**config.mk**
```make
export PLATFORM = sky130hd
export DESIGN_NAME = cdb_arbiter
export DESIGN_NICKNAME = d
export VERILOG_FILES = /design/src/hw/issue_pkg.sv /design/src/hw/cdb_arbiter.sv
export SDC_FILE = /design/constraint.sdc
export NUM_CORES = 1
export LEC_CHECK = 0
export BUFFER_PORTS_ARGS = -buffer_cell sky130_fd_sc_hd__buf_2
export CAP_MARGIN = 20
export CORE_MARGIN = 3
export CORE_UTILIZATION = 30
export DETAILED_ROUTE_END_ITERATION = 8
export PLACE_DENSITY_LB_ADDON = 0.05
export SYNTH_ARGS = -nofsm -noshare
export SYNTH_HDL_FRONTEND = slang
export SYNTH_SLANG_ARGS = --single-unit
```
**constraint.sdc**
```tcl
create_clock -name clk_i -period 2.3 [get_ports clk_i]
set_input_delay 0 -clock clk_i [delete_from_list [all_inputs] [get_ports clk_i]]
set_output_delay 0 -clock clk_i [all_outputs]
set_load 0.01 [all_outputs]
```
**src/hw/issue_pkg.sv**
```systemverilog
// Issue subsystem package: shared data widths, tag width and ALU opcode encoding
`default_nettype none

package issue_pkg;

    // ------------------------------------------------------------------
    // Widths
    // ------------------------------------------------------------------
    localparam int unsigned XLEN        = 32;   // Integer data width
    localparam int unsigned ILEN        = 32;   // Instruction width
    localparam int unsigned REG_IDX_LEN = 5;    // x0..x31
    localparam int unsigned TAG_LEN     = 4;    // Up to 16 instructions in flight

    // ------------------------------------------------------------------
    // ALU operations carried from the decoder to the stations
    // ------------------------------------------------------------------
    typedef enum logic [2:0] {
        ALU_ADD,        // ADD and ADDI
        ALU_SUB,
        ALU_AND,
        ALU_OR,
        ALU_XOR,
        ALU_ILLEGAL     // Unsupported encoding, reported on the CDB
    } alu_op_t;

endpackage

`default_nettype wire

```
**src/hw/cdb_arbiter.sv**
```systemverilog
// CDB arbiter: round-robin choice among finished stations, one result broadcast per cycle
`default_nettype none

module cdb_arbiter import issue_pkg::*; #(
    parameter int unsigned EU_N = 3
) (
    input  logic                            clk_i,
    input  logic                            rst_n_i,

    // Station results
    input  logic [EU_N-1:0]                 res_valid_i,
    input  logic [EU_N-1:0][TAG_LEN-1:0]    res_tag_i,
    input  logic [EU_N-1:0][XLEN-1:0]       res_value_i,
    input  logic [EU_N-1:0]                 res_except_i,
    output logic [EU_N-1:0]                 grant_o,        // One-hot

    // CDB
    output logic                            cdb_valid_o,
    input  logic                            cdb_ready_i,
    output logic [TAG_LEN-1:0]              cdb_tag_o,
    output logic [XLEN-1:0]                 cdb_value_o,
    output logic                            cdb_except_o
);

    localparam int unsigned IDX_W = (EU_N > 1) ? $clog2(EU_N) : 1;

    logic [IDX_W-1:0] last_q;       // Last granted station
    logic [IDX_W-1:0] lock_idx_q;   // Station held on the bus during back-pressure
    logic             locked_q;
    logic [IDX_W-1:0] pick, sel;
    logic             found;
    int unsigned      idx;

    // Round-robin search starting after the last grant
    always_comb begin
        pick  = '0;
        found = 1'b0;
        idx   = 0;
        for (int unsigned i = 1; i <= EU_N; i++) begin
            idx = (int'(last_q) + i) % EU_N;
            if (res_valid_i[idx] && !found) begin
                pick  = IDX_W'(idx);
                found = 1'b1;
            end
        end
    end

    // A stalled broadcast keeps its station so the bus stays stable
    assign sel          = locked_q ? lock_idx_q : pick;
    assign cdb_valid_o  = |res_valid_i;
    assign cdb_tag_o    = res_tag_i[sel];
    assign cdb_value_o  = res_value_i[sel];
    assign cdb_except_o = res_except_i[sel];

    always_comb begin
        grant_o = '0;
        if (cdb_valid_o && cdb_ready_i) grant_o[sel] = 1'b1;
    end

    always_ff @(posedge clk_i or negedge rst_n_i) begin
        if (!rst_n_i) begin
            last_q     <= IDX_W'(EU_N - 1);   // First search starts at station 0
            lock_idx_q <= '0;
            locked_q   <= 1'b0;
        end else if (cdb_valid_o && cdb_ready_i) begin
            last_q   <= sel;
            locked_q <= 1'b0;
        end else if (cdb_valid_o) begin
            lock_idx_q <= sel;                // Ready low, hold this choice
            locked_q   <= 1'b1;
        end
    end

endmodule

`default_nettype wire

```
==> Yosys cells after proc, flatten, opt, wreduce, memory -nomap -nowiden <==
Index checks and enable logic that the tools add are counted.
{ "word_totals": {"register_bits": 5, "input_bits": 117, "out_inout_bits": 41} }
{ "op_classes": {"addsub": 3, "div": 3, "n_lt_le_gt_ge": 5, "n_mux": 23, "n_bitwise": 1, "n_reduce_logical": 9} }
{ "ops": {"columns": ["op", "n"], "rows": [
  ["32-bit by 3-bit less-than comparator with 1-bit output (second input constant)", 3],
  ["32-bit by 2-bit modulo with 32-bit output (second input constant)", 3],
  ["32-bit binary-select mux with 2-bit select", 1],
  ["32-bit 2-to-1 mux", 1],
  ["1-bit 2-to-1 mux", 9],
  ["1-bit binary-select mux with 2-bit select", 4],
  ["4-bit binary-select mux with 2-bit select", 1],
  ["2-bit 2-to-1 mux", 4],
  ["2-bit by 2-bit adder with 3-bit output (second input constant)", 2],
  ["1-bit logical AND", 4],
  ["4-bit 2-to-1 mux", 1],
  ["2-bit by 1-bit adder with 3-bit output (second input constant)", 1],
  ["2-bit by 3-bit less-than comparator with 1-bit output (second input constant)", 1],
  ["3-bit 2-to-1 mux", 1],
  ["3-bit OR reduction", 1],
  ["1-bit demux with 2-bit select", 1],
  ["2-bit by 1-bit greater-or-equal comparator with 1-bit output (second input constant)", 1],
  ["1-bit logical NOT", 2],
  ["2-bit AND reduction", 1],
  ["2-bit nonzero test", 1],
  ["1-bit inverter", 1]
]} }

==> Longest topological paths before layout <==
Gate-level depths: netlist (run 1).
{ "depth": {"ltp_word": 17, "depth_mapped": 10} }

==> Worst setup path before layout (run 1) <==
No wires, ideal clock.
{ "synth_timing": {"kind": "register to output", "startpoint": "reg last_q[1]", "endpoint": "out grant_o[1]", "arrival_time_ns": 2.154, "t_required_ns": 2.300, "setup_slack_ns": 0.146, "path_stages_with_launch": 10, "n_path_buf": 2, "cell_sequence": "dfstp_2 > inv_1 > ha_1 > buf_6 > mux2i_1 > o2bb2ai_1 > a311o_1 > o21a_1 > buf_2 > nor3b_1"} }
{ "synth_via": {"elab_chain_len": 17} }
{ "synth_rtl": {"columns": ["element", "line", "source"], "rows": [
  ["start: declaration", "cdb_arbiter.sv:27", "logic [IDX_W-1:0] last_q;"],
  ["start signal: assignment", "cdb_arbiter.sv:62", "last_q <= IDX_W'(EU_N - 1);"],
  ["start signal: assignment", "cdb_arbiter.sv:66", "last_q <= sel;"],
  ["2-bit by 1-bit adder with 3-bit output", "cdb_arbiter.sv:40", "idx = (int'(last_q) + i) % EU_N;"],
  ["32-bit by 2-bit modulo with 32-bit output", "cdb_arbiter.sv:40", null],
  ["1-bit binary-select mux with 2-bit select", "cdb_arbiter.sv:41", "if (res_valid_i[idx] && !found) begin"],
  ["1-bit 2-to-1 mux (implied by the code)", "cdb_arbiter.sv:41", null],
  ["1-bit 2-to-1 mux", "cdb_arbiter.sv:41", null],
  ["1-bit logical NOT", "cdb_arbiter.sv:41", null],
  ["1-bit logical AND", "cdb_arbiter.sv:41", null],
  ["1-bit 2-to-1 mux", "cdb_arbiter.sv:41", null],
  ["1-bit logical NOT", "cdb_arbiter.sv:41", null],
  ["1-bit logical AND", "cdb_arbiter.sv:41", null],
  ["2-bit 2-to-1 mux *", "cdb_arbiter.sv:41", null],
  ["2-bit 2-to-1 mux *", "cdb_arbiter.sv:49", "assign sel = locked_q ? lock_idx_q : pick;"],
  ["2-bit by 3-bit less-than comparator with 1-bit output (implied by the code) or 2-bit by 1-bit greater-or-equal comparator with 1-bit output (tied branches)", "cdb_arbiter.sv:57", "if (cdb_valid_o && cdb_ready_i) grant_o[sel] = 1'b1;"],
  ["1-bit logical AND (implied by the code)", "cdb_arbiter.sv:57", null],
  ["1-bit 2-to-1 mux (implied by the code)", "cdb_arbiter.sv:57", null],
  ["1-bit demux with 2-bit select *", "cdb_arbiter.sv:57", null],
  ["3-bit 2-to-1 mux *", "cdb_arbiter.sv:57", null],
  ["end: declaration", "cdb_arbiter.sv:15", "output logic [EU_N-1:0] grant_o,"]
]} }
Mark *: on every way between the ends. The rest lies on a longest branch, timed or not. The select of a mux whose other input is x is not followed.

==> Final worst setup path (run 1) <==
{ "layout_timing": {"startpoint": "reg last_q[1]", "endpoint": "out cdb_value_o[23]"} }
{ "layout_via": {"elab_chain_len": 14} }
{ "layout_rtl": {"columns": ["element", "line", "source"], "rows": [
  ["2-bit by 1-bit adder with 3-bit output", "cdb_arbiter.sv:40", null],
  ["32-bit by 2-bit modulo with 32-bit output", "cdb_arbiter.sv:40", null],
  ["1-bit binary-select mux with 2-bit select", "cdb_arbiter.sv:41", null],
  ["1-bit 2-to-1 mux (implied by the code)", "cdb_arbiter.sv:41", null],
  ["1-bit 2-to-1 mux", "cdb_arbiter.sv:41", null],
  ["1-bit logical NOT", "cdb_arbiter.sv:41", null],
  ["1-bit logical AND", "cdb_arbiter.sv:41", null],
  ["1-bit 2-to-1 mux", "cdb_arbiter.sv:41", null],
  ["1-bit logical NOT", "cdb_arbiter.sv:41", null],
  ["1-bit logical AND", "cdb_arbiter.sv:41", null],
  ["2-bit 2-to-1 mux *", "cdb_arbiter.sv:41", null],
  ["2-bit 2-to-1 mux *", "cdb_arbiter.sv:49", null],
  ["32-bit binary-select mux with 2-bit select *", "cdb_arbiter.sv:52", "assign cdb_value_o = res_value_i[sel];"],
  ["32-bit 2-to-1 mux (implied by the code) *", "cdb_arbiter.sv:52", null],
  ["end: declaration", "cdb_arbiter.sv:21", "output logic [XLEN-1:0] cdb_value_o,"]
]} }
Marked as above.

==> results of run 1 <==
[state kept, by name, indices dropped and copies added (netlist names)]
signal      flops
locked_q        1
lock_idx_q      2
last_q          2
[critical path: stages, from the launching register on]
cell and delay [ns]:
dfstp_2 0.57, inv_2 0.06, ha_4 0.18, mux2i_2 0.22
o2bb2ai_2 0.10, buf_4 0.14, a221oi_4 0.33, o21a_4 0.23
buf_12 0.17, o211ai_1 0.11, buf_2 0.15
[area by class of cell]
class                   instances  share of cell area
clock buffers                   4             0.01438
inverters                       7            0.008387
multi-input cells             239              0.5427
flip-flops and latches          5             0.04034
well taps                      75             0.02995
repair buffers                191              0.3642
[power by group]
| group | switching (mW) | internal [mW] |
|---|---|---|
| Clock | 0.0414 | 0.119 |
| Sequential | 0.0225 | 0.117 |
| Combinational | 1.65 | 1.42 |
| Total | 1.72 | 1.66 |
[how the worst max path moves through the flow]
stage               cells past startpoint               to  slack [ns]                  start
CTS                                    10     cdb_tag_o[1]       -0.19  last_q[1]$_DFFE_PN1P_
floorplan                               9       grant_o[1]        0.15  last_q[1]$_DFFE_PN1P_
finish                                 10  cdb_value_o[23]       -0.20  last_q[1]$_DFFE_PN1P_
global route                           10  cdb_value_o[22]       -0.31  last_q[1]$_DFFE_PN1P_
global placement                        9     cdb_tag_o[0]       -0.05  last_q[1]$_DFFE_PN1P_
detailed placement                      9  cdb_value_o[27]       -0.08  last_q[1]$_DFFE_PN1P_
[cell usage after synthesis (all sizes together), types with 3 or more instances]
master  number
nand2       78
o211ai      74
and2        37
buf         23
clkbuf      10
inv          7
dfrtp        4
ha           4
nor2         4
a21oi        3
mux2i        3
nor2b        3
nor3         3
o21ai        3
[stage by stage]
stage               hold WS, ns    util  instances  area (um^2)
floorplan               -0.2956       -        284         1919
global placement        -0.1775  0.4678        506         2835
detailed placement      -0.1770  0.4678        506         2835
CTS                     0.09803  0.5004        517         3033
global route             0.1268  0.5169        521         3133
finish                   0.1053  0.5169        521         3133
[timing repair]
item / CTS / global route
resized for setup: 21 / 12
pin swaps: 8 / 5
gates cloned: 1 / 1
hold buffers: 1 / 0
endpoints found under the hold margin: 5 / 0
setup buffers: 5 / 3
setup endpoints to repair: 40 / 40
[logic make-up after synthesis]
| family | share of synthesized area |
|---|---|
| and+or+nand+nor | 0.3370 |
| AOI/OAI and AO/OA | 0.4257 |
| buffers and inverters | 0.1180 |
| muxes | 0.02738 |
| DFF | 0.06585 |
| adders and majority gates | 0.02608 |
[routing by layer]
metal / routed length, um / GRT usage / share of wire / vias to the layer above
met2: 3665 / 0.3322 / 0.48 / 105
met1: 3251 / 0.2368 / 0.43 / 1173
li1: - / - / - / 1347
met3: 595 / 0.02690 / 0.078 / 10
met4: 80 / 0.03885 / 0.011 / 2
met5: 7 / 0 / 0.00092 / -
==> out/results.tsv, run 1 <==
stage	metric	value	unit
run_status	run_status	complete, but fails checks	
run_status	failed_checks	negative setup slack	
clock_tree	cts_tree	yes	
timing	fin_ws	-0.2023	ns
critical_path	r2r_start	last_q[1]$_DFFE_PN1P_	
critical_path	cp-start-kind	flop	
layout	layout_common_cells	157 x buf_2, 78 x nand2_1, 54 x o211ai_1, 37 x and2_1, 22 x buf_4	
logic_synthesis	synth_top_area_share	0.2112	
floorplanning	design.core.area	6061	um^2
critical_path	endpoint_kind	output pin	
floorplanning	dieArea	7393	um^2
power	power.density	1078	nW/um^2
global_routing	grt_max_degree	41	
hold_path	hold_class	input pin to flop	
timing	slew_headroom	0.7856	
global_routing	track_usage	0.1866	
layout	fill_cells	626	
logic_synthesis	yosysSeqAreaShare	0.06584	
floorplanning	io_pins	158	
clock_tree	clk_latency	0.22	ns
hold_path	worstHoldPathCells	3	
floorplanning	die_h	85.99	um
logic_synthesis	synthArstFlopShare	1.000	
timing	tightest_slew	0.3191	ns
logic_synthesis	synth_cell_types	39	
timing	setup_viol	40	
hold_path	min_from	cdb_ready_i	
clock_tree	cts.reportedPaths.clkPinSlew	0.04	ns
layout	layout-drive-gt1-share	0.5336	
placed_design	dp_slack	-0.07528	ns
clock_tree	cts-htree-levels	1	
critical_path	cp_max_fo	18	
clock_tree	clock_sinks	5	
logic_synthesis	avgSynthCellArea	6.758	um^2
logic_synthesis	synth-main-ff-cell	dfrtp_1	
floorplanning	rows	28	
layout	regArea	126.4	um^2
routing	dr.first_iter.drc_count	87	
routing	routedWlPerCell	14.58	um
logic_synthesis	yosysWarnings	0	
critical_path	worstReg2RegEnd	last_q[0]$_DFFE_PN0P_	
global_routing	grt_pass1_wl	11520	um
timing	period_needed	2.502	ns
logic_synthesis	synth_edf_count	0	
timing	max_freq	399.6	MHz
global_routing	antenna_found_initial	1	
timing	finClkSkew	0.001865	ns
critical_path	worstPathArrival	2.50	ns
global_routing	grt_pass1_vias	2465	
layout	antenna_cells	0	
run	max_cap_violations	0	
routing	antenna_left	0	
routing	dr.pass1.iters	4	
layout	fin_nets	568	
timing	hold_viol	0	
logic_synthesis	yosys.area.top_type	o211ai_1	
power	p_total	3.377	mW
clock_tree	clockRootBuffer	clkbuf_8	
timing	drv_slew	0	
critical_path	required	2.30	ns
routing	via_per_inst	5.061	
global_routing	overflow	0	
timing	fin_crit_sh	1.088	
routing	drcViolationCount	0	
clock_tree	clk_path_buf_depth	2	
critical_path	path_class	flop to output pin	
logic_synthesis	syn_nets	405	
placed_design	dpl.hpwl	5620	um
layout	final_common_cell	buf_2	
routing	vias	2637	
layout	multi_input_area	1700	um^2
critical_path	r2r_cells	10	
placed_design	io_buffers	157	
logic_synthesis	ys_seq_elements	5	
placed_design	place_congestion	0.8080	
timing	setup_tns	-7.105	ns
logic_synthesis	netlist_area	1919	um^2
hold_path	hold_end	lock_idx_q[0]$_DFFE_PN0P_	
routing	drt_wl_total	7598	um
logic_synthesis	synth_area_leaders	o211ai_1 21%, nand2_1 15%, o211ai_2 13%	
clock_tree	numCtsBuffers	3	
power	leakagePower	1.530	nW
timing	rsz0062_at_grt	yes	
floorplanning	die_x	85.99	um
logic_synthesis	syn_inst	284	
layout	area_growth	63.23	%
power	ir_drop	0.0006898	V
critical_path	r2r_setup_slack	0.14	ns
floorplanning	start_util	0.3167	
Note: power is estimated with default switching activity, not from simulation.
==> run 2: changes to the inputs <==
--- a/config.mk
+++ b/config.mk
@@ -5,6 +5,7 @@
 export SDC_FILE = /design/constraint.sdc
 export NUM_CORES = 1
 export LEC_CHECK = 0
+export ABC_AREA = 1
 export BUFFER_PORTS_ARGS = -buffer_cell sky130_fd_sc_hd__buf_2
 export CAP_MARGIN = 20
 export CORE_MARGIN = 3
==> run 2 against run 1 <==
Net effect:
- die area fell by 3.8%
- sequential power up 4%
- clock power about the same
- the run now ends clean
- global-route usage rose by 0.81 points
- cell area is 6.8% higher
==> out/results.tsv, run 2 <==
stage	metric	value	unit	change
run_status	run_status	finished clean		was complete, but fails checks
layout	fin_nets	668		was 568
logic_synthesis	synth.area.mux_share	0		was 0.02738
layout	final_common_cell	buf_2		unchanged
logic_synthesis	synth-main-ff-cell	dfrtp_1		unchanged
layout	antenna_cells	0		unchanged
logic_synthesis	synth_top_area_share	0.3342		was 0.2112
timing	period_needed	2.287	ns	was 2.502 ns
timing	hold_viol	0		unchanged
critical_path	slowest_delay	0.55	ns	was 0.57 ns
critical_path	r2r_cells	15		was 10
global_routing	antenna_found_initial	0		was 1
clock_tree	cts-htree-levels	1		unchanged
timing	fin_ws	0.01313	ns	was -0.2023 ns
global_routing	track_usage	0.1947		was 0.1866
clock_tree	numCtsBuffers	3		unchanged
routing	routedWlPerCell	13.28	um	was 14.58 um
critical_path	endpoint_kind	output pin		unchanged
logic_synthesis	synthAdderAreaFrac	0.02717		was 0.02608
logic_synthesis	syn_inst	376		was 284
clock_tree	cts.reportedPaths.clkPinSlew	0.04	ns	about the same
logic_synthesis	synth_area_leaders	nand3_1 33%, nand2_1 22%, inv_1 18%		was o211ai_1 21%, nand2_1 15%, o211ai_2 13%
hold_path	hold_class	input pin to async pin		was input pin to flop
logic_synthesis	synth_compound_area_frac	0.02989		was 0.4257
power	ir_drop	0.0008099	V	was 0.0006898 V
critical_path	worstReg2RegEnd	last_q[0]$_DFFE_PN0P_		unchanged
timing	max_freq	437.3	MHz	was 399.6 MHz
global_routing	overflow	0		unchanged
timing	setup_viol	0		was 40
logic_synthesis	synth.most_common_cell	nand3_1		was nand2_1
logic_synthesis	synth_cell_types	25		was 39
power	leakagePower	2.154	nW	was 1.530 nW
timing	fin_crit_sh	0.9943		was 1.088
placed_design	dpl.hpwl	5488	um	was 5620 um
routing	drcViolationCount	0		unchanged
floorplanning	rows	27		was 28
timing	slew_headroom	0.8298		was 0.7856
critical_path	crit_family	buffers and inverters		was compound AO/OA/AOI/OAI gates
timing	drv_slew	0		unchanged
layout	regArea	126.4	um^2	unchanged
layout	layout-drive-gt1-share	0.4304		was 0.5336
critical_path	cpMaxStageDelayCell	dfstp_2		unchanged
critical_path	cp_num_buf_inv	5		was 4
floorplanning	dieArea	7116	um^2	was 7393 um^2
logic_synthesis	synth_edf_count	0		unchanged
routing	via_per_inst	4.639		was 5.061
routing	vias	2867		was 2637
routing	antenna_left	0		unchanged
global_routing	grt_pass1_wl	11940	um	was 11520 um
timing	finClkSkew	0.0008817	ns	was 0.001865 ns
critical_path	required	2.30	ns	about the same
layout	fill_cells	596		was 626
critical_path	cp_cell_sequence	ha_4 -> inv_4 -> nand2_2 -> nand3_4 -> nand2_4 -> nand3_2 -> nand2_1 -> inv_1 -> nand2_2 -> a21oi_4 -> buf_12 -> clkbuf_16 -> nand3_1 -> nand2_1 -> buf_2		was inv_2 -> ha_4 -> mux2i_2 -> o2bb2ai_2 -> buf_4 -> a221oi_4 -> o21a_4 -> buf_12 -> o211ai_1 -> buf_2
floorplanning	start_util	0.3226		was 0.3167
critical_path	path_class	flop to output pin		unchanged
logic_synthesis	synth_commonest_cells	123 x nand3_1, 107 x nand2_1, 89 x inv_1		was 78 x nand2_1, 54 x o211ai_1, 37 x and2_1
placed_design	place_congestion	0.8851		was 0.8080
logic_synthesis	yosys.area_share.xor_xnor	0		unchanged
routing	drt_wl_total	8204	um	was 7598 um
critical_path	cp-start-kind	flop		unchanged
layout	largestRegisters	last_q (2), lock_idx_q (2), locked_q (1)		unchanged
critical_path	path_depth	15		was 10
clock_tree	clk_latency	0.22	ns	about the same
critical_path	r2r_setup_slack	0.09	ns	was 0.14 ns
clock_tree	clk_path_buf_depth	2		unchanged
floorplanning	io_pins	158		unchanged
power	power.density	1554	nW/um^2	was 1078 nW/um^2
logic_synthesis	syn_nets	497		was 405
floorplanning	die_x	84.36	um	was 85.99 um
logic_synthesis	yosysSeqAreaShare	0.06861		was 0.06584
logic_synthesis	synth_simple_gate_area_frac	0.5971		was 0.3370
logic_synthesis	yosys.area.top_type	nand3_1		was o211ai_1
timing	tightest_slew	0.2534	ns	was 0.3191 ns
logic_synthesis	ys_seq_elements	5		unchanged
clock_tree	clockRootBuffer	clkbuf_8		unchanged
critical_path	startpoint	last_q[1]$_DFFE_PN1P_		unchanged
clock_tree	cts_tree	yes		unchanged
floorplanning	design.core.area	5709	um^2	was 6061 um^2
logic_synthesis	avgSynthCellArea	4.898	um^2	was 6.758 um^2
layout	area_growth	81.73	%	was 63.23%
global_routing	grt_pass1_vias	2632		was 2465
critical_path	r2r_start	last_q[1]$_DFFE_PN1P_		unchanged
routing	dr.pass1.iters	4		unchanged
logic_synthesis	yosysWarnings	0		unchanged
global_routing	grt_max_degree	39		was 41
run	max_cap_violations	0		unchanged
logic_synthesis	netlist_area	1842	um^2	was 1919 um^2
timing	rsz0062_at_grt	yes		unchanged
critical_path	cp-endpoint	cdb_value_o[21]		was cdb_value_o[23]
clock_tree	clock_sinks	5		unchanged
layout	multi_input_area	1401	um^2	was 1700 um^2
critical_path	cp_max_fo	8		was 18
routing	dr.first_iter.drc_count	78		was 87
placed_design	io_buffers	157		unchanged
logic_synthesis	synth_top_family_by_area	simple AND/OR/NAND/NOR gates		was compound AO/OA/AOI/OAI gates
logic_synthesis	synthArstFlopShare	1.000		unchanged
layout	layout_common_cells	154 x buf_2, 105 x nand3_1, 98 x nand2_1, 87 x inv_1, 18 x nand3_2		was 157 x buf_2, 78 x nand2_1, 54 x o211ai_1, 37 x and2_1, 22 x buf_4
placed_design	dp_slack	0.1456	ns	was -0.07528 ns
critical_path	worstPathArrival	2.29	ns	was 2.50 ns
power	p_total	5.201	mW	was 3.377 mW
floorplanning	die_h	84.36	um	was 85.99 um
==> run 2: layer usage <==
layer | global-route usage | part of all wire
met5 | 0 | 0
met4 | 0.01727 | 0.014
met3 | 0.02355 | 0.071
met2 | 0.3816 | 0.51
met1 | 0.2325 | 0.40
==> run 2: worst min-delay path by stage <==
stage	end	depth (start not counted)	slack, ns	startpoint
floorplan	last_q[0]$_DFFE_PN0P_	0	-0.30	rst_n_i
global placement	last_q[0]$_DFFE_PN0P_	1	-0.18	rst_n_i
detailed placement	last_q[0]$_DFFE_PN0P_	1	-0.18	rst_n_i
CTS	lock_idx_q[0]$_DFFE_PN0P_	2	0.12	rst_n_i
global route	last_q[0]$_DFFE_PN0P_	2	0.14	rst_n_i
finish	last_q[0]$_DFFE_PN0P_	2	0.13	rst_n_i
==> run 2: area by class of cell <==
class,count,area share
tap,72,0.02692
inverter,91,0.1028
clock buffer,4,0.01346
multi-input combinational,257,0.4187
timing repair buffer,189,0.4004
sequential,5,0.03776
==> run 2: cell families after synthesis <==
kind of cell | count (synthesis)
AOI/OAI and AO/OA | 9
adders and majority gates | 4
buffers and inverters | 114
DFF | 5
and+or+nand+nor | 244
==> run 2: through the flow <==
step	cells	utilization	hold slack (ns)	cell area, um^2	setup TNS (ns)
6_report	618	0.5862	0.1272	3347	0
5_1_grt	618	0.5862	0.1416	3347	-4.451
4_1_cts	606	0.5111	0.1200	2918	0
3_5_place_dp	595	0.4780	-0.1787	2729	0
3_3_place_gp	595	0.4780	-0.1790	2729	0
2_1_floorplan	376	-	-0.2956	1842	0
==> run 2: report_power, final <==
part | switching, mW | leakage [nW] | total [mW] | internal (mW)
Combinational | 2.56 | 2.07 | 4.89 | 2.33
Sequential | 0.0219 | 0.0610 | 0.145 | 0.124
Clock | 0.0422 | 0.0228 | 0.161 | 0.119
Total | 2.63 | 2.15 | 5.20 | 2.57
==> run 2: worst reg2reg max path, stage by stage (launching register included) <==
cell       delay (ns)
dfstp_2          0.55
ha_4             0.23
inv_4            0.08
nand2_2          0.06
nand3_4          0.10
nand2_4          0.08
nand3_2          0.06
nand2_1          0.04
inv_1            0.05
nand2_2          0.06
a21oi_4          0.19
buf_12           0.17
clkbuf_16        0.15
buf_6            0.10
buf_4            0.11
o21ai_1          0.05
==> run 2: repair_timing <==
action / in CTS / in global routing
hold buffers: 1 / 0
setup endpoints to repair: 39 / 40
gates resized for setup: 15 / 43
pin swaps: 3 / 19
cloned: 1 / 9
setup buffers: 5 / 4
hold endpoints to repair: 5 / 0
