$ cat src/hw/issue_pkg.sv
// Issue subsystem package: shared data widths, tag width and ALU opcode encoding
`default_nettype none

package issue_pkg;

    // ------------------------------------------------------------------
    // Widths
    // ------------------------------------------------------------------
    localparam int unsigned XLEN        = 32;   // Integer data width
    localparam int unsigned ILEN        = 32;   // Instruction width
    localparam int unsigned REG_IDX_LEN = 5;    // x0..x31
    localparam int unsigned TAG_LEN     = 4;    // Up to 16 instructions in flight

    // ------------------------------------------------------------------
    // ALU operations carried from the decoder to the stations
    // ------------------------------------------------------------------
    typedef enum logic [2:0] {
        ALU_ADD,        // ADD and ADDI
        ALU_SUB,
        ALU_AND,
        ALU_OR,
        ALU_XOR,
        ALU_ILLEGAL     // Unsupported encoding, reported on the CDB
    } alu_op_t;

endpackage

`default_nettype wire

$ cat src/hw/issue_queue.sv
// Issue queue: circular FIFO holding fetched instructions until the issue logic takes them
`default_nettype none

module issue_queue import issue_pkg::*; #(
    parameter int unsigned IQ_DEPTH = 4     // Power of two
) (
    input  logic            clk_i,
    input  logic            rst_n_i,

    // Fetch side
    input  logic            fetch_valid_i,
    output logic            fetch_ready_o,
    input  logic [ILEN-1:0] fetch_instr_i,

    // Issue logic side
    output logic            issue_valid_o,
    input  logic            issue_ready_i,
    output logic [ILEN-1:0] instr_o
);

    localparam int unsigned PTR_W = $clog2(IQ_DEPTH);

    logic [ILEN-1:0]  mem_q [IQ_DEPTH];     // Instruction storage
    logic [PTR_W-1:0] head_q, tail_q;       // Read and write pointers, wrap on their own
    logic [PTR_W:0]   count_q;              // Number of valid entries
    logic             push, pop;

    assign fetch_ready_o = (count_q != IQ_DEPTH[PTR_W:0]);  // Full stops fetch
    assign issue_valid_o = (count_q != '0);
    assign instr_o       = mem_q[head_q];                   // Oldest entry

    assign push = fetch_valid_i & fetch_ready_o;
    assign pop  = issue_valid_o & issue_ready_i;

    // Pointers and occupancy
    always_ff @(posedge clk_i or negedge rst_n_i) begin
        if (!rst_n_i) begin
            head_q  <= '0;
            tail_q  <= '0;
            count_q <= '0;
        end else begin
            if (push) tail_q <= tail_q + 1'b1;
            if (pop)  head_q <= head_q + 1'b1;
            // Push and pop together leave the count unchanged
            if (push && !pop)      count_q <= count_q + 1'b1;
            else if (pop && !push) count_q <= count_q - 1'b1;
        end
    end

    // Storage write
    always_ff @(posedge clk_i) begin
        if (push) mem_q[tail_q] <= fetch_instr_i;
    end

endmodule

`default_nettype wire

$ cat config.mk
export PLATFORM = sky130hd
export DESIGN_NAME = issue_queue
export DESIGN_NICKNAME = d
export VERILOG_FILES = /design/src/hw/issue_pkg.sv /design/src/hw/issue_queue.sv
export SDC_FILE = /design/constraint.sdc
export NUM_CORES = 1
export LEC_CHECK = 0
export ABC_AREA = 1
export BUFFER_PORTS_ARGS = -buffer_cell sky130_fd_sc_hd__buf_2
export CORE_MARGIN = 1.5
export CORE_UTILIZATION = 52
export CTS_CLUSTER_SIZE = 16
export DETAILED_ROUTE_END_ITERATION = 10
export HOLD_SLACK_MARGIN = 0.02
export PLACE_DENSITY = 0.76
export SYNTH_ARGS = -nofsm -noshare
export SYNTH_HDL_FRONTEND = slang
export SYNTH_SLANG_ARGS = --single-unit
$ cat constraint.sdc
create_clock -name clk_i -period 2.5 [get_ports clk_i]
set_input_delay 0.375 -clock clk_i [delete_from_list [all_inputs] [get_ports clk_i]]
set_output_delay 0.375 -clock clk_i [all_outputs]
set_load 0.02 [all_outputs]
After elaboration in Yosys (flattened, before gate mapping)
Memory sizes are Yosys's and may differ from the RTL's.
Cells that the tools add are included.
{"block": "totals", "output_inout_bits": 34, "latchBits": 0, "mem_bits_rw": 128, "reg_bits": 7, "n_memories": 1, "in_bits": 36, "mem_bits_ro": 0}
{"name": "mem_q", "words": 4, "word_bits": 32, "read_ports": 1, "rd_ports_with_merged_regs": 0, "wr": 1, "line_no": "issue_queue.sv:23", "rtl": "logic [ILEN-1:0] mem_q [IQ_DEPTH];"}
{"block": "op_classes", "bitwise": 2, "eq_ne": 1, "div": 0, "addsub": 4, "magnitude_cmp": 0, "shifts": 0, "mux": 4, "mul": 0, "n_reduce_logical": 6}
{"operator": "2-to-1 mux 3 bit", "n": 2}
{"operator": "adder 2 x 1 -> 2 bit (second input constant)", "n": 2}
{"operator": "adder 3 x 1 -> 3 bit (second input constant)", "n": 1}
{"operator": "inequality test 3 bit (second input constant)", "n": 1}
{"operator": "nonzero test 3 bit", "n": 1}
{"operator": "subtractor 3 x 1 -> 3 bit (second input constant)", "n": 1}
{"operator": "AND 1 bit", "n": 2}
{"operator": "logical AND 1 bit", "n": 2}
{"operator": "zero test 1 bit", "n": 2}
{"operator": "2-to-1 mux 1 bit", "n": 2}
{"operator": "nonzero test 2 bit", "n": 1}

Logic depth before layout (Yosys ltp)
Gate-level depths: netlist of run 1.
{"block": "logic_depth", "depth_word": 6, "mapped_depth": 12, "depth_no_buf": 12}

Worst setup path after synthesis of run 1
No wires, ideal clock.
{"block": "synth_path", "path_type": "register to register", "start": "reg count_q[0]", "end": "mem mem_q[0][0] (enable)", "t_arrival_ps": 2284, "setup_ps": 421, "slack_ps": -206, "path_stages_with_launch": 5, "path_cell_list": "dfrtp_1 inv_1 nand3_1 nand2_1 nor2_1"}
{"block": "synth_between", "elab_chain_len": 4}
{"item": "start: declaration", "line_no": "issue_queue.sv:25", "rtl": "logic [PTR_W:0] count_q;"}
{"item": "start signal: assignment", "line_no": "issue_queue.sv:45", "rtl": "if (push && !pop) count_q <= count_q + 1'b1;"}
{"item": "start signal: assignment", "line_no": "issue_queue.sv:46", "rtl": "else if (pop && !push) count_q <= count_q - 1'b1;"}
{"item": "inequality test 3 bit", "line_no": "issue_queue.sv:28", "rtl": "assign fetch_ready_o = (count_q != IQ_DEPTH[PTR_W:0]);"}
{"item": "net fetch_ready_o", "line_no": "issue_queue.sv:12", "rtl": "output logic fetch_ready_o,"}
{"item": "AND 1 bit", "line_no": "issue_queue.sv:32", "rtl": "assign push = fetch_valid_i & fetch_ready_o;"}
{"item": "2-to-1 mux 1 bit", "line_no": "issue_queue.sv:52", "rtl": "if (push) mem_q[tail_q] <= fetch_instr_i;"}
{"item": "2-to-1 mux 1 bit (implied by the code)", "line_no": "issue_queue.sv:52"}
{"item": "end: declaration", "line_no": "issue_queue.sv:23"}
The timed path passes the listed nets, and every way through them passes these cells.

Worst setup path after layout of run 1
{"block": "layout_path", "start": "reg head_q[1]", "end": "out instr_o[16]"}
{"block": "layout_between", "elab_chain_len": 1}
{"item": "start: declaration", "line_no": "issue_queue.sv:24", "rtl": "logic [PTR_W-1:0] head_q, tail_q;"}
{"item": "start signal: assignment", "line_no": "issue_queue.sv:43", "rtl": "if (pop) head_q <= head_q + 1'b1;"}
{"item": "memory (4 x 32 bit)"}
{"item": "end: declaration", "line_no": "issue_queue.sv:18", "rtl": "output logic [ILEN-1:0] instr_o"}
No other way between the ends.

==> impl_metrics.ini, run 1 <==
[finish]
drive_gt1_share_pct = 21.95
layoutNonFillerInstCount = 660
final_net_count = 553
insertedDiodeCount = 0
area_growth_syn_to_layout_pct = 18.50
utilization_pct = 63.60
postLayoutCellArea_sq_um = 6595

[grt]
globalRouteOverflowTotal = 0
grt_use_total_pct = 19.38
antenna_violations_before_repair = 0
number_of_global_route_vias_before_repair = 3366
gr-max-usage-layer = met2
use_met1_pct = 22.79
wire_length_of_the_first_global_routing_pass_microns = 16370
globalRouteMet2Util_pct = 32.95
use_met3_pct = 6.438
maximum_number_of_pins_on_one_net_before_global_route_repair = 53

[place]
placedCellCount = 627
place_area_sq_um = 6036
place_worst_setup_slack_ns = 0.3668
dp_hpwl_microns = 6195
placement.io_buffers = 69
gp_congestion = 0.7492

[yosys]
share_of_the_synthesized_area_in_compound_gates_ao_oa_aoi_oai_pct = 8.723
synth_adder_area_share_pct = 1.484
yosysSeqAreaShare_pct = 72.21
yosys_warnings = 0
synth_simple_gate_area_share_pct = 8.633
synth_top_cell_area_share_pct = 69.06
syn-instance-count = 433
mappedNetlistNets = 475
syn_area_per_cell_sq_um = 12.85
synth_ff_type = sky130_fd_sc_hd__edfxtp_1
netlist_area_sq_um = 5565
synth.mux.area_fraction_pct = 0
synth_largest_area_cell = sky130_fd_sc_hd__edfxtp_1
async_flop_share_pct = 5.185
synth_top_cells_by_count = sky130_fd_sc_hd__edfxtp_1 (128), sky130_fd_sc_hd__nand2_1 (113), sky130_fd_sc_hd__inv_1 (79), sky130_fd_sc_hd__o211ai_1 (64), sky130_fd_sc_hd__buf_6 (12)
area_share_of_xor_xnor_cells_in_the_synthesized_design_pct = 0.1574
synth-edff-count = 128
synth.ff_latch_count = 135
synth_most_common_cell = sky130_fd_sc_hd__edfxtp_1
ys_types = 17
yosys-top-cells-area = sky130_fd_sc_hd__edfxtp_1 (69%), sky130_fd_sc_hd__o211ai_1 (8.6%), sky130_fd_sc_hd__nand2_1 (7.6%)
main_combinational_cell_family_by_area_after_synthesis = buffers and inverters

[timing]
final_setup_skew_ns = 0.009327
finalCritPeriodShare_pct = 91.83
fin_setup_tns_ns = 0
setup_viol_count_final = 0
hold_viol = 0
timing_worst_slew_pin_value_ns = 0.5305
rsz_0062_raised_after_global_routing = false
timing_max_transition_violations_final = 0
worst_slew_margin_rel_pct = 64.55
post-route-min-period_ns = 2.296
timing.final.ws_setup_ns = 0.2042
fin_hold_ws_ns = 0.07828
achievable-frequency_mhz = 435.6

[floorplanning]
design.die.area_sq_um = 11330
start_util_pct = 53.67
boundaryPins = 70
die_width_microns = 106.5
std_cell_rows = 37
die_ht_microns = 106.5
floorplan.core_area_sq_um = 10370

[cts]
worst_setup_hold_path_clk_slew_ns = 0.06
clockRootBuffer = sky130_fd_sc_hd__clkbuf_8
cts.htree.levels = 4
cts_made_buffers = 17
clkLatencyLatePin_ns = 0.51
numClockSinks = 135
clock_tree_from_tritoncts = built
cts.path.max_buffers = 2

[run_status]
run_status = completed

[routing]
remaining_drcs = 0
detailroute.via_count = 3355
finalWirelength_microns = 10040
via_cell_ratio = 5.083
drt-pass1-iter-count = 4
final_ant_viol_nets = 0
route.detailed.wl_per_inst_microns = 15.21
detail_route.iter0.violations = 235

[hold_path]
hold_path_class = primary input to flop
worst_hold_startpoint = fetch_instr_i[13]

[critical_path]
critical_path.endpoint_type = output pin
cp_max_fo = 11
required_ns = 2.12
cp_class = flop to output pin
worstReg2RegStart = count_q[0]
cp-start-kind = flop
critPathLaunch = head_q[1]
crit_arrival_ns = 1.92

[power]
design_power_total_mw = 8.312
pwr_density_cell_nw_per_um2 = 1260
ir_drop_uv = 777.6
p_leak_nw = 2.732

[run]
timing.max_cap.violations = 0
[path summary, 6_finish.rpt]
path	cells past startpoint	slack, ns	endpoint
hold / removal	1	0.08	mem_q[2][13]
hold reg to reg	2	0.52	count_q[2]
max in group asynchronous	2	2.12	head_q[0]
setup / recovery	5	0.20	instr_o[16]
setup reg to reg	11	0.35	count_q[2]
min in group asynchronous	2	0.22	count_q[0]
[flip-flops by register name (all words and copies together) (netlist names)]
name	cells
mem_q	128
count_q	3
head_q	2
tail_q	2
[power by group]
group | switching [mW] | leakage, nW | internal, mW | total [mW]
logic | 2.03 | 1.22 | 0.924 | 2.96
clock network | 0.911 | 0.258 | 1.32 | 2.23
registers | 0.140 | 1.26 | 2.99 | 3.13
total | 3.09 | 2.73 | 5.23 | 8.31
[metal layers]
metal / up-vias / routed length (microns)
met5: - / 0
met4: 0 / 123
met3: 9 / 534
met2: 90 / 5109
met1: 1603 / 4273
li1: 1653 / -
[cells in the final DEF (no fill, tap or decap)]
cell type                       Yosys  layout
sky130_fd_sc_hd__xnor2_1            1       1
sky130_fd_sc_hd__clkinv_2           0       3
sky130_fd_sc_hd__ha_1               5       5
sky130_fd_sc_hd__fa_1               1       1
sky130_fd_sc_hd__edfxtp_1         128     128
sky130_fd_sc_hd__clkbuf_8           0       1
sky130_fd_sc_hd__dlygate4sd3_1      0       1
sky130_fd_sc_hd__dfrtp_1            7       7
sky130_fd_sc_hd__clkinv_4           0       5
sky130_fd_sc_hd__inv_1             79      79
sky130_fd_sc_hd__buf_2              4      69
sky130_fd_sc_hd__clkbuf_16          0      16
sky130_fd_sc_hd__nand2_1          113     113
sky130_fd_sc_hd__clkinv_1           0       1
sky130_fd_sc_hd__nor2_4             0       4
sky130_fd_sc_hd__nand4_1            1       1
sky130_fd_sc_hd__clkinvlp_4         0       4
sky130_fd_sc_hd__nand3_1            7       7
sky130_fd_sc_hd__buf_12             0       3
sky130_fd_sc_hd__inv_6              0       2
sky130_fd_sc_hd__o211ai_1          64      64
sky130_fd_sc_hd__o21ai_0            1       1
sky130_fd_sc_hd__buf_4              4       7
sky130_fd_sc_hd__bufinv_16          0       1
[area by class of cell]
cell class                      instances  area [sq um]
Multi-Input combinational cell        197          1087
Fill cell                             776          3775
Sequential cell                       135          4019
Clock buffer                           17         414.1
Clock inverter                         15         131.4
Inverter                               80         305.3
Timing Repair Buffer                   80         467.9
Tap cell                              136         170.2
[repair_timing]
item / in CTS / in global routing
hold buffers: 1 / 0
resized for setup: 1 / 0
hold endpoints to repair: 7 / 0
setup buffers: 0 / 0
endpoints found under the setup margin: 1 / 0
[cells by family (layout without fill, tap and decap cells)]
family | after synthesis | count (layout)
xor+xnor | 1 | 1
compound gates | 65 | 65
buf+inv | 101 | 192
fa+ha+maj | 6 | 6
flops | 135 | 135
simple gates | 125 | 125
[critical path, cell delays in order, from the launching register on]
cell	delay (ns)
sky130_fd_sc_hd__dfrtp_1	0.38
sky130_fd_sc_hd__inv_1	0.34
sky130_fd_sc_hd__buf_4	0.27
sky130_fd_sc_hd__o211ai_1	0.11
sky130_fd_sc_hd__nand2_1	0.12
sky130_fd_sc_hd__buf_2	0.18
Note: power is estimated with default switching activity, not from simulation.
==> run 2: changes to the inputs <==
Settings changed: ABC_AREA 1 to unset, CORE_UTILIZATION 52 to 51, PLACE_DENSITY 0.76 to 0.75.
==> run 2 against run 1 <==
Against the previous run: core utilization is 0.20 points lower; global-route usage is 2.1 points lower; clock-buffer cell count stayed put; area after synthesis is 8.8% lower; first-iteration DRC count is 57% lower; via count is 31% lower; critical path depth is 2 lower; maximum frequency is 3.3% lower; register-to-register slack hardly changed; clock power is 2% higher; cell count is 33% lower; sequential power is 2% higher.
==> impl_metrics.ini, run 2 <==
[run_status]
run_status = completed

[floorplanning]
die_ht_microns = 102.8
die_width_microns = 102.8
design.die.area_sq_um = 10560
floorplan.core_area_sq_um = 9729
start_util_pct = 52.17
boundaryPins = 70
std_cell_rows = 36

[critical_path]
slowest_delay_ns = 0.67
crit_arrival_ns = 2.00
critical_path.endpoint_type = output pin
worst_path_dominant_cell_family = flip-flops
cp_class = flop to output pin
required_ns = 2.12
cp-start-kind = flop
cp_max_fo = 17
crit_slowest_cell = sky130_fd_sc_hd__dfrtp_2
crit_buf_inv = 2
critical_path.cell_chain = buf_4 > mux4_2 > buf_2

[routing]
route.detailed.wl_per_inst_microns = 18.80
detail_route.iter0.violations = 102
final_ant_viol_nets = 0
via_cell_ratio = 5.210
detailroute.via_count = 2303
remaining_drcs = 0
drt-pass1-iter-count = 4
finalWirelength_microns = 8308

[yosys]
synth.ff_latch_count = 135
netlist_area_sq_um = 5076
syn_area_per_cell_sq_um = 25.01
synth_most_common_cell = sky130_fd_sc_hd__edfxtp_1
yosys-top-cells-area = sky130_fd_sc_hd__edfxtp_1 (76%), sky130_fd_sc_hd__mux4_2 (12%), sky130_fd_sc_hd__dfrtp_1 (3.5%)
synth-edff-count = 128
yosys_warnings = 0
ys_types = 20
mappedNetlistNets = 245
yosysSeqAreaShare_pct = 79.17
synth_largest_area_cell = sky130_fd_sc_hd__edfxtp_1
syn-instance-count = 203
synth_top_cells_by_count = sky130_fd_sc_hd__edfxtp_1 (128), sky130_fd_sc_hd__mux4_2 (28), sky130_fd_sc_hd__dfrtp_1 (7), sky130_fd_sc_hd__ha_1 (5)
synth_top_cell_area_share_pct = 75.72
async_flop_share_pct = 5.185
synth_ff_type = sky130_fd_sc_hd__edfxtp_1

[cts]
cts_made_buffers = 17
cts.path.max_buffers = 2
clock_tree_from_tritoncts = built
cts.htree.levels = 4
cts-hold-fix-buffers = 1
clkLatencyLatePin_ns = 0.51
numClockSinks = 135
cts.repair_timing.setup_buffer_count = 0
clockRootBuffer = sky130_fd_sc_hd__clkbuf_8
cts-resized-gates = 0
worst_setup_hold_path_clk_slew_ns = 0.06

[power]
design_power_total_mw = 7.804
pwr_density_cell_nw_per_um2 = 1265
ir_drop_uv = 588.3
p_leak_nw = 2.191

[timing]
finalCritPeriodShare_pct = 95.01
timing.final.ws_setup_ns = 0.1248
post-route-min-period_ns = 2.375
final_setup_skew_ns = 0.007688
worst_slew_margin_rel_pct = 68.22
hold_viol = 0
timing_worst_slew_pin_value_ns = 0.4767
achievable-frequency_mhz = 421.0
rsz_0062_raised_after_global_routing = false
setup_viol_count_final = 0
fin_setup_tns_ns = 0
timing_max_transition_violations_final = 0

[finish]
top_register = mem_q
num-fill-cells = 697
biggestRegsByFlops = mem_q (128), count_q (3)
insertedDiodeCount = 0
utilization_pct = 63.40
drive_gt1_share_pct = 47.57
area_growth_syn_to_layout_pct = 21.52
layout.cells.most_common = sky130_fd_sc_hd__edfxtp_1
largest_reg_flops = 128
final_cell_mix = sky130_fd_sc_hd__edfxtp_1 (128), sky130_fd_sc_hd__buf_2 (69), sky130_fd_sc_hd__mux4_2 (28), sky130_fd_sc_hd__clkbuf_16 (16), sky130_fd_sc_hd__buf_4 (11)
final_net_count = 338

[place]
place_worst_setup_slack_ns = 0.3804
placement.io_buffers = 69
gp_congestion = 0.7343
dp_hpwl_microns = 5154

[run]
timing.max_cap.violations = 0

[grt]
grt_use_total_pct = 17.30
maximum_number_of_pins_on_one_net_before_global_route_repair = 20
use_met1_pct = 22.25
use_met3_pct = 6.983
globalRouteOverflowTotal = 0
gr-max-usage-layer = met2
wire_length_of_the_first_global_routing_pass_microns = 12630
globalRouteMet2Util_pct = 27.36
antenna_violations_before_repair = 0
number_of_global_route_vias_before_repair = 2412

[hold_path]
hold_path_class = primary input to flop
run 2: cell types whose count changed after synthesis, moves of 3 or more:
cell	before	now
sky130_fd_sc_hd__inv_1	79	3
sky130_fd_sc_hd__buf_12	0	3
sky130_fd_sc_hd__mux4_1	0	4
sky130_fd_sc_hd__buf_4	4	0
sky130_fd_sc_hd__mux4_2	0	28
sky130_fd_sc_hd__o211ai_1	64	0
sky130_fd_sc_hd__and2_1	0	4
sky130_fd_sc_hd__buf_6	12	1
sky130_fd_sc_hd__nand2_1	113	2
sky130_fd_sc_hd__xnor2_1	1	4
sky130_fd_sc_hd__nand3_1	7	1
run 2: cell families (layout without fill, tap and decap cells):
kind of cell,Yosys count,in the layout,share of synthesized area [%]
compound gates,1,1,0.2218
xor+xnor,6,6,1.035
fa+ha+maj,6,6,1.627
buf+inv,11,117,1.996
flops,135,135,79.17
mux,34,34,14.94
simple gates,10,10,1.011
run 2: area by class of cell:
cell class	count	area [sq um]	area share (%)
clock buffer	17	414.1	6.714
sequential	135	4021	65.19
inverter	3	11.26	0.1826
clock inverter	15	136.4	2.211
tap	133	166.4	2.698
multi-input combinational	57	960.9	15.58
timing repair buffer	82	457.9	7.424
run 2: where the power goes:
group	internal [mW]	leakage [nW]	switching, mW
logic	1.01	0.672	1.33
clock network	1.40	0.266	0.869
registers	3.00	1.25	0.196
total	5.41	2.19	2.39
run 2: worst register-to-register path, delay by kind of cell, from the launching register on:
| kind | cells | cell delay (ns) |
|---|---|---|
| xor gates and xnor gates | 2 | 0.33 |
| adders and majority gates | 2 | 0.59 |
| buffers and inverters | 1 | 0.07 |
| DFF | 1 | 0.42 |
| and+or+nand+nor | 3 | 0.67 |
run 2: path summary, 6_finish.rpt:
| kind | to | slack [ns] | cells after the start | start |
|---|---|---|---|---|
| max reg2reg | count_q[2] | 0.35 | 8 | count_q[1] |
| max in group asynchronous | head_q[1] | 2.11 | 2 | rst_n_i |
| min in group asynchronous | count_q[1] | 0.22 | 2 | rst_n_i |
| min reg2reg | count_q[2] | 0.54 | 1 | count_q[2] |
| min | mem_q[0][4] | 0.08 | 1 | fetch_instr_i[4] |
| max | instr_o[20] | 0.12 | 3 | head_q[1] |
run 2: layer usage:
| metal | vias up | routed length (microns) | share of wire (%) |
|---|---|---|---|
| li1 | 1044 | - | - |
| met3 | 9 | 427 | 5.1 |
| met4 | 0 | 78 | 0.94 |
| met5 | - | 0 | 0 |
| met1 | 1191 | 3691 | 44 |
| met2 | 59 | 4110 | 49 |
run 2: metrics by stage:
stage               hold slack, ns  instance area [sq um]  std cells
floorplan                  0.07941                   5076        203
global placement            0.2118                   5608        409
detailed placement          0.2176                   5608        409
CTS                        0.05259                   6168        442
global route               0.05139                   6168        442
finish                     0.07929                   6168        442
==> run 3: changes to the inputs <==
Settings changed: SETUP_SLACK_MARGIN set to 0.2.
==> run 3 against run 2 <==
Against the previous run: sequential share of layout area fell by 0.48 points; critical path depth did not move; global-route usage rose by 0.077 points; sequential power fell by 1%; flip-flop and latch count did not move; non-clock buffer count rose by 3; hold slack got worse by 0.0021 ns; highest routed layer unchanged; largest power group unchanged; core utilization rose by 0.51 points.
==> impl_metrics.ini, run 3 (same netlist as run 2, synthesis figures left out) <==
[run_status]
run_status = completed

[timing]
setup_viol_count_final = 0
timing_max_transition_violations_final = 0
fin_setup_tns_ns = 0
achievable-frequency_mhz = 444.8
finalCritPeriodShare_pct = 89.94
hold_viol = 0
final_setup_skew_ns = 0.007332
post-route-min-period_ns = 2.248
timing_worst_slew_pin_value_ns = 0.3983
worst_slew_margin_rel_pct = 73.29
rsz_0062_raised_after_global_routing = true

[place]
dp_hpwl_microns = 5154
gp_congestion = 0.7343
placement.io_buffers = 69

[critical_path]
cp_max_fo = 17
cp_class = flop to output pin
required_ns = 2.12
critical_path.endpoint_type = output pin
cp-start-kind = flop
crit_arrival_ns = 1.87

[grt]
globalRouteOverflowTotal = 0
wire_length_of_the_first_global_routing_pass_microns = 12680
maximum_number_of_pins_on_one_net_before_global_route_repair = 20
grt_use_total_pct = 17.37
number_of_global_route_vias_before_repair = 2417
antenna_violations_before_repair = 0

[finish]
area_growth_syn_to_layout_pct = 22.50
final_cell_mix = sky130_fd_sc_hd__edfxtp_1 (128), sky130_fd_sc_hd__buf_2 (69), sky130_fd_sc_hd__mux4_2 (28), sky130_fd_sc_hd__clkbuf_16 (16), sky130_fd_sc_hd__buf_4 (12)
drive_gt1_share_pct = 48.08
biggestRegsByFlops = mem_q (128), count_q (3)
final_net_count = 341
layout.cells.most_common = sky130_fd_sc_hd__edfxtp_1
insertedDiodeCount = 0
multi_input_area_sq_um = 960.9
regArea_sq_um = 4024
largest_reg_flops = 128
top_register = mem_q
num-fill-cells = 688

[cts]
cts_made_buffers = 17
numClockSinks = 135
worst_setup_hold_path_clk_slew_ns = 0.06
clock_tree_from_tritoncts = built
cts.htree.levels = 4
clockRootBuffer = sky130_fd_sc_hd__clkbuf_8
cts.path.max_buffers = 2
clkLatencyLatePin_ns = 0.51

[floorplanning]
floorplan.core_area_sq_um = 9729
die_width_microns = 102.8
std_cell_rows = 36
die_ht_microns = 102.8
start_util_pct = 52.17
boundaryPins = 70
design.die.area_sq_um = 10560

[power]
p_leak_nw = 2.214
pwr_density_cell_nw_per_um2 = 1271
ir_drop_uv = 621.2
design_power_total_mw = 7.902

[routing]
drt-pass1-iter-count = 4
detailroute.via_count = 2314
route.detailed.wl_per_inst_microns = 18.79
via_cell_ratio = 5.200
remaining_drcs = 0
finalWirelength_microns = 8362
detail_route.iter0.violations = 88
final_ant_viol_nets = 0

[hold_path]
hold_path_class = primary input to flop

[run]
timing.max_cap.violations = 0
## run 3: cell types whose count changed in the layout (fill, tap and decap cells not counted)
cell                      before  now
sky130_fd_sc_hd__buf_4        11   12
sky130_fd_sc_hd__dfrtp_4       0    1
sky130_fd_sc_hd__buf_12        1    3
sky130_fd_sc_hd__dfrtp_2       2    1
## run 3: through the flow
stage               cells  cell area, sq um  hold WS [ns]  utilization, %  setup slack (ns)
finish                445              6218       0.07720           63.91            0.2516
global route          445              6218       0.05139           63.91            0.1874
CTS                   444              6197       0.05259           63.70            0.1964
detailed placement    409              5608        0.2176           57.64            0.3804
global placement      409              5608        0.2118           57.64            0.4838
floorplan             203              5076       0.07941               -            0.3934
## run 3: report_power, final
| group | switching (mW) | internal, mW |
|---|---|---|
| registers | 0.154 | 3.01 |
| logic | 1.38 | 1.09 |
| clock network | 0.874 | 1.40 |
| total | 2.41 | 5.49 |
## run 3: path summary, 6_finish.rpt
kind                                        from     endpoint  slack, ns  depth (start not counted)
worst min-delay path            fetch_instr_i[4]  mem_q[0][4]       0.08                          1
max in group asynchronous                rst_n_i    head_q[1]       2.10                          2
min in group asynchronous                rst_n_i   count_q[0]       0.22                          2
worst min register to register        count_q[2]   count_q[2]       0.54                          1
worst max register to register        count_q[1]   count_q[2]       0.36                          8
worst max-delay path                   head_q[0]  instr_o[18]       0.25                          3
## run 3: area by class of cell
| type | instances | share of cell area [%] |
|---|---|---|
| Sequential cell | 135 | 64.71 |
| Multi-Input combinational cell | 57 | 15.45 |
| Timing Repair Buffer | 85 | 8.129 |
| Clock buffer | 17 | 6.660 |
| Tap cell | 133 | 2.676 |
| Clock inverter | 15 | 2.193 |
| Inverter | 3 | 0.1811 |
## run 3: routing by layer
metal | wire length (microns) | GRT usage, % | part of all wire [%] | up-vias
met5 | 0 | 0 | 0 | -
met4 | 78 | 5.613 | 0.93 | 0
met3 | 463 | 6.983 | 5.5 | 9
met2 | 4167 | 27.61 | 50 | 64
met1 | 3652 | 22.27 | 44 | 1190
li1 | - | - | - | 1051
## run 3: repair_timing
| item | 4_1_cts | 5_1_grt |
|---|---|---|
| endpoints found under the setup margin | 32 | 21 |
| hold buffers | 1 | 0 |
| cloned | 0 | 0 |
| pin swaps | 0 | 0 |
| setup buffers | 2 | 1 |
| resized for setup | 4 | 3 |
| endpoints found under the hold margin | 7 | 0 |
## run 3: worst max-delay path, cell delays in order, from the launching register on
cell                      delay (ns)
sky130_fd_sc_hd__dfrtp_2        0.41
sky130_fd_sc_hd__buf_12         0.19
sky130_fd_sc_hd__mux4_1         0.58
sky130_fd_sc_hd__buf_2          0.18
